<file path="config.mk">
export PLATFORM = sky130hd
export DESIGN_NAME = axi_bram_ctrl
export DESIGN_NICKNAME = d
export VERILOG_FILES = /design/src/mem_pkg.sv /design/src/axi_bram_ctrl.sv
export SDC_FILE = /design/constraint.sdc
export NUM_CORES = 1
export LEC_CHECK = 0
export BUFFER_PORTS_ARGS = -buffer_cell sky130_fd_sc_hd__buf_2
export CELL_PAD_IN_SITES_DETAIL_PLACEMENT = 0
export CELL_PAD_IN_SITES_GLOBAL_PLACEMENT = 1
export CORE_ASPECT_RATIO = 2
export CORE_MARGIN = 8
export CORE_UTILIZATION = 22
export DETAILED_ROUTE_END_ITERATION = 16
export GPL_TIMING_DRIVEN = 1
export PLACE_DENSITY_LB_ADDON = 0.1
export SKIP_CTS_REPAIR_TIMING = 1
export SLEW_MARGIN = 20
export SYNTH_ARGS = -nofsm -noshare
export SYNTH_HDL_FRONTEND = slang
export SYNTH_SLANG_ARGS = --single-unit
</file>
<file path="constraint.sdc">
create_clock -name clk -period 1.45 [get_ports clk]
set_input_delay 0.29 -clock clk [delete_from_list [all_inputs] [get_ports clk]]
set_output_delay 0.29 -clock clk [all_outputs]
set_load 0.005 [all_outputs]
</file>
<file path="src/mem_pkg.sv">
// byte addresses are 16 bits wide and the RAM covers only the lowest 16 KiB of that space
`default_nettype none

package mem_pkg;

	// bus and RAM widths
	localparam int ADDR_W = 16;
	localparam int DATA_W = 32;
	localparam int BYTE_W = 8;
	localparam int STRB_W = DATA_W / BYTE_W;
	localparam int ADDR_LSB = $clog2(STRB_W);

	// 4096 words of 32 bits
	localparam int RAM_AW = 12;
	localparam int RAM_DEPTH = 1 << RAM_AW;

	typedef logic [ADDR_W-1:0] addr_t;
	typedef logic [DATA_W-1:0] word_t;
	typedef logic [STRB_W-1:0] strb_t;
	typedef logic [RAM_AW-1:0] ram_addr_t;
	typedef logic [1:0] resp_t;

	// first byte address past the end of the RAM
	localparam addr_t MEM_BYTES = addr_t'(RAM_DEPTH * STRB_W);

	localparam resp_t RESP_OKAY = 2'b00;
	localparam resp_t RESP_SLVERR = 2'b10;

	typedef struct packed {
		addr_t addr;
	} axi_aw_t;

	typedef struct packed {
		word_t data;
		strb_t strb;
	} axi_w_t;

	typedef struct packed {
		addr_t addr;
	} axi_ar_t;

	typedef struct packed {
		word_t data;
		resp_t resp;
	} axi_r_t;

	// one RAM port request, we holds one bit per byte lane
	typedef struct packed {
		logic en;
		strb_t we;
		ram_addr_t addr;
		word_t wrdata;
	} ram_req_t;

endpackage

`default_nettype wire
</file>
<file path="src/axi_bram_ctrl.sv">
// one AXI4-Lite transaction at a time, writes win over reads, no prot fields and no bursts
`default_nettype none
`timescale 1ns/100ps

module axi_bram_ctrl (
	input  wire logic               clk,
	input  wire logic               rst,

	// write address channel
	input  wire mem_pkg::axi_aw_t   aw,
	input  wire logic               awvalid,
	output logic                    awready,

	// write data channel
	input  wire mem_pkg::axi_w_t    w,
	input  wire logic               wvalid,
	output logic                    wready,

	// write response channel
	output mem_pkg::resp_t          b_resp,
	output logic                    bvalid,
	input  wire logic               bready,

	// read address channel
	input  wire mem_pkg::axi_ar_t   ar,
	input  wire logic               arvalid,
	output logic                    arready,

	// read data channel
	output mem_pkg::axi_r_t         r,
	output logic                    rvalid,
	input  wire logic               rready,

	// RAM port
	output mem_pkg::ram_req_t       ram_req,
	input  wire mem_pkg::word_t     ram_rddata
);

	typedef enum logic [1:0] {
		IDLE,
		WRITE_RESP,
		READ_WAIT,
		READ_DATA
	} ctrl_state_t;

	ctrl_state_t state;

	logic wr_req;
	logic wr_hs;
	logic rd_hs;
	logic wr_ok;
	logic rd_ok;

	// error flag of the read in flight
	logic rd_err;

	mem_pkg::ram_addr_t wr_word;
	mem_pkg::ram_addr_t rd_word;

	// address checks
	assign wr_ok = aw.addr < mem_pkg::MEM_BYTES;
	assign rd_ok = ar.addr < mem_pkg::MEM_BYTES;

	assign wr_word = aw.addr[mem_pkg::ADDR_LSB +: mem_pkg::RAM_AW];
	assign rd_word = ar.addr[mem_pkg::ADDR_LSB +: mem_pkg::RAM_AW];

	// aw and w are only taken together
	assign wr_req = awvalid && wvalid;

	assign wr_hs = (state == IDLE) && wr_req;
	assign rd_hs = (state == IDLE) && !wr_req && arvalid;

	assign awready = wr_hs;
	assign wready = wr_hs;
	assign arready = rd_hs;

	assign bvalid = (state == WRITE_RESP);
	assign rvalid = (state == READ_DATA);

	// RAM access happens at the handshake edge
	always_comb begin
		ram_req.en = 1'b0;
		ram_req.we = '0;
		ram_req.addr = rd_word;
		ram_req.wrdata = w.data;

		if (wr_hs) begin
			ram_req.en = wr_ok;
			ram_req.we = wr_ok ? w.strb : '0;
			ram_req.addr = wr_word;
		end else if (rd_hs) begin
			ram_req.en = rd_ok;
		end
	end

	always_ff @(posedge clk) begin
		if (rst) begin
			state <= IDLE;
			rd_err <= 1'b0;
		end else begin
			case (state)
				IDLE: begin
					if (wr_hs) begin
						state <= WRITE_RESP;
					end else if (rd_hs) begin
						state <= READ_WAIT;
						rd_err <= !rd_ok;
					end
				end

				WRITE_RESP: begin
					if (bready) begin
						state <= IDLE;
					end
				end

				// RAM output is valid during this cycle
				READ_WAIT: begin
					state <= READ_DATA;
				end

				READ_DATA: begin
					if (rready) begin
						state <= IDLE;
					end
				end

				default: begin
					state <= IDLE;
				end
			endcase
		end
	end

	// response payloads only change when a new one is loaded
	always_ff @(posedge clk) begin
		if (wr_hs) begin
			b_resp <= wr_ok ? mem_pkg::RESP_OKAY : mem_pkg::RESP_SLVERR;
		end

		if (state == READ_WAIT) begin
			if (rd_err) begin
				r.data <= '0;
				r.resp <= mem_pkg::RESP_SLVERR;
			end else begin
				r.data <= ram_rddata;
				r.resp <= mem_pkg::RESP_OKAY;
			end
		end
	end

endmodule

`default_nettype wire

</file>
==> run_results.csv <==
group,metric,value,unit
floorplanning,num_rows,48,
detailed_routing,vias,1381,
synthesis,ys_top_cells_by_area,"edfxtp_1 53%, buf_4 14%, nor2b_1 11%",
floorplanning,initial_core_util,22.4,%
power,cellLeakagePower,1.26,nW
sta,max_freq,530,MHz
cts,cts_tree,"done",
critical_path,critical_path.startpoint_type,"flip-flop",
finish,final_cell_mix,"118 x buf_2, 34 x edfxtp_1, 33 x nor2b_1",
finish,layout_commonest_cell,"buf_2",
synthesis,synth.avg_cell_area,13.0,sq um
synthesis,syn_inst,148,
detailed_routing,wl,5750,um
detailed_routing,drc,0,
critical_path,end_kind,"primary output",
synthesis,synth_seq_cells,37,
power,pwr-share-clk,38.4,%
worst_hold_path,hold_end,"rd_err",
synthesis,synthesis.area,1920,sq um
floorplanning,fp.dieArea,12200,sq um
cts,htree_levels,2,
job,drv_cap,0,
detailed_routing,wl_per_cell,16.4,um
worst_hold_path,worstHoldPathType,"in -> reg",
sta,report.final.slew_viol_count,0,
finish,diodes,0,
critical_path,required,1.16,ns
status,violations,"negative setup slack",
detailed_routing,drt-initial-drc-count,74,
global_route,grt_max_degree,34,
synthesis,synth_cell_types,23,
cts,clk_path_buf_depth,2,
power,intPower,2.45,mW
sta,hold_violations,0,
finish,regArea,1080,sq um
finish,layout-drive-gt1-share,64.5,%
power,ir_worst_vdd,0.700,mV
detailed_routing,antenna_left,0,
critical_path,worstReg2RegStart,"state[0]",
critical_path,rrSetupSlack,0.20,ns
synthesis,yosys.area.top_type,"edfxtp_1",
cts,cts_made_buffers,5,
cts,clk_latency,0.28,ns
floorplanning,io_pins,197,
finish,final_nets,357,
global_route,grt_pass1_wl,8250,um
global_route,grt_pass1_vias,1549,
floorplanning,die-height,148,um
cts,numClockSinks,37,
critical_path,r2r_cells,3,
sta,fin_skew,0.00263,ns
detailed_routing,via_per_inst,3.93,
power,seq_power_share,42.5,%
placed_design,dpl.hpwl,4740,um
sta,setup_viol,20,
placed_design,port_buffers,126,
global_route,grt_usage,9.20,%
power,p_sw,0.695,mW
placed_design,placed_area,2490,sq um
cts,cts-root-buf,"clkbuf_16",
global_route,globalRouteOverflowTotal,0,
finish,fillerInstances,896,
synthesis,synth_top_area_share,53.1,%
critical_path,crit_arrival,1.60,ns
sta,rsz0062_at_grt,"yes",
critical_path,crit_fanout,17,
finish,area_delta_synth_final,41.6,%
placed_design,placed_cells,343,
sta,worst_slack,-0.438,ns
floorplanning,die_w,82.1,um
power,p_sw_share,22.1,%
worst_hold_path,worstHoldPathCells,2,
detailed_routing,first_pass_iters,2,
placed_design,place.gp.congestion,0.673,
sta,fin_crit_sh,130,%
critical_path,path_class,"reg -> out",
synthesis,synth.yosys.warnings,0,
cts,clk_pin_slew,0.06,ns
worst_hold_path,min_from,"rst",
global_route,antenna_found_initial,0,
synthesis,ys_seq_area_share,56.2,%
finish,stdcell_count,351,
critical_path,regToRegEndpoint,"r[27]",
finish,multiInputGateArea,567,sq um
power,power_density,1160,nW/um^2
power,power_frac_comb,19.1,%
finish,fin_area,2720,sq um
sta,period_needed,1.89,ns
floorplanning,core_area,8590,sq um
status,outcome,"complete, but fails checks",
-- synthesized netlist by cell type, drive strengths merged --
library cell / instances
a211oi: 2
a21o: 2
a21oi: 3
and2: 6
and2b: 3
buf: 37
clkbuf: 3
conb: 1
dfxtp: 3
edfxtp: 34
inv: 2
mux2: 12
nand2: 1
nor2: 1
nor2b: 33
nor4bb: 1
o21bai: 1
o2bb2ai: 1
or2: 1
or2b: 1
-- layer usage --
metal	GRT usage, %	wire, um	vias up	part of all wire (%)
li1	-	-	663	-
met1	7.46	1730	582	30
met2	16.2	3070	123	53
met3	5.62	804	13	14
met4	4.69	144	0	2.5
met5	0	0	-	0
-- cells by family (layout without fill, tap and decap cells) --
kind of cell    after synthesis  in the layout  synth area share (%)
compound gates                9              9                  3.19
other cells                   1              2                 0.195
simple gates                 47             47                  15.7
mux                          12             12                  8.59
buf+inv                      42            144                  16.1
flops                        37             37                  56.2
-- per-stage QoR --
stage	worst slack (ns)	utilization (%)	power (mW)	TNS [ns]	hold slack, ns
CTS	-0.483	30.9	3.18	-8.32	0.187
global placement	-0.221	29.1	1.95	-3.30	0.472
finish	-0.438	31.7	3.15	-7.20	0.196
detailed placement	-0.220	29.1	1.95	-3.29	0.483
floorplan	-0.0427	-	1.68	-0.341	0.363
global route	-0.505	31.7	3.31	-8.60	0.194
-- registers in the layout (all words and copies together) (netlist names) --
signal / count
rd_err: 1
r: 33
b_resp: 1
state: 2
-- worst max path at each step --
| stage | from | to | slack [ns] | cells past startpoint |
|---|---|---|---|---|
| after floorplan | state[1] | ram_req[32] | -0.04 | 4 |
| after global placement | wvalid | ram_req[41] | -0.22 | 5 |
| after detailed placement | wvalid | ram_req[41] | -0.22 | 5 |
| after CTS | state[0] | ram_req[41] | -0.48 | 4 |
| after global routing | state[1] | ram_req[42] | -0.50 | 4 |
| final | state[1] | ram_req[41] | -0.44 | 4 |
-- worst max-delay path: stages, from the launching register on --
cell	delay [ns]
dfxtp_2	0.33
nor4bb_4	0.33
buf_12	0.20
mux2_2	0.34
buf_2	0.13
-- power by group through the flow --
stage / Sequential (mW) / Combinational [mW] / Clock (mW)
2_1_floorplan: 1.38 / 0.303 / 0
3_5_place_dp: 1.36 / 0.585 / 0
5_1_grt: 1.35 / 0.667 / 1.29
4_1_cts: 1.34 / 0.587 / 1.26
3_3_place_gp: 1.36 / 0.584 / 0
6_report: 1.34 / 0.602 / 1.21
-- final cells by class --
type | instances | share of cell area [%]
clock buffers | 6 | 4.73
clock inverters | 2 | 1.24
repair buffers | 134 | 28.6
multi-input cells | 70 | 20.8
well taps | 100 | 4.59
flip-flops and latches | 37 | 39.8
inverters | 2 | 0.276
Power figures use the tool's default switching activity.
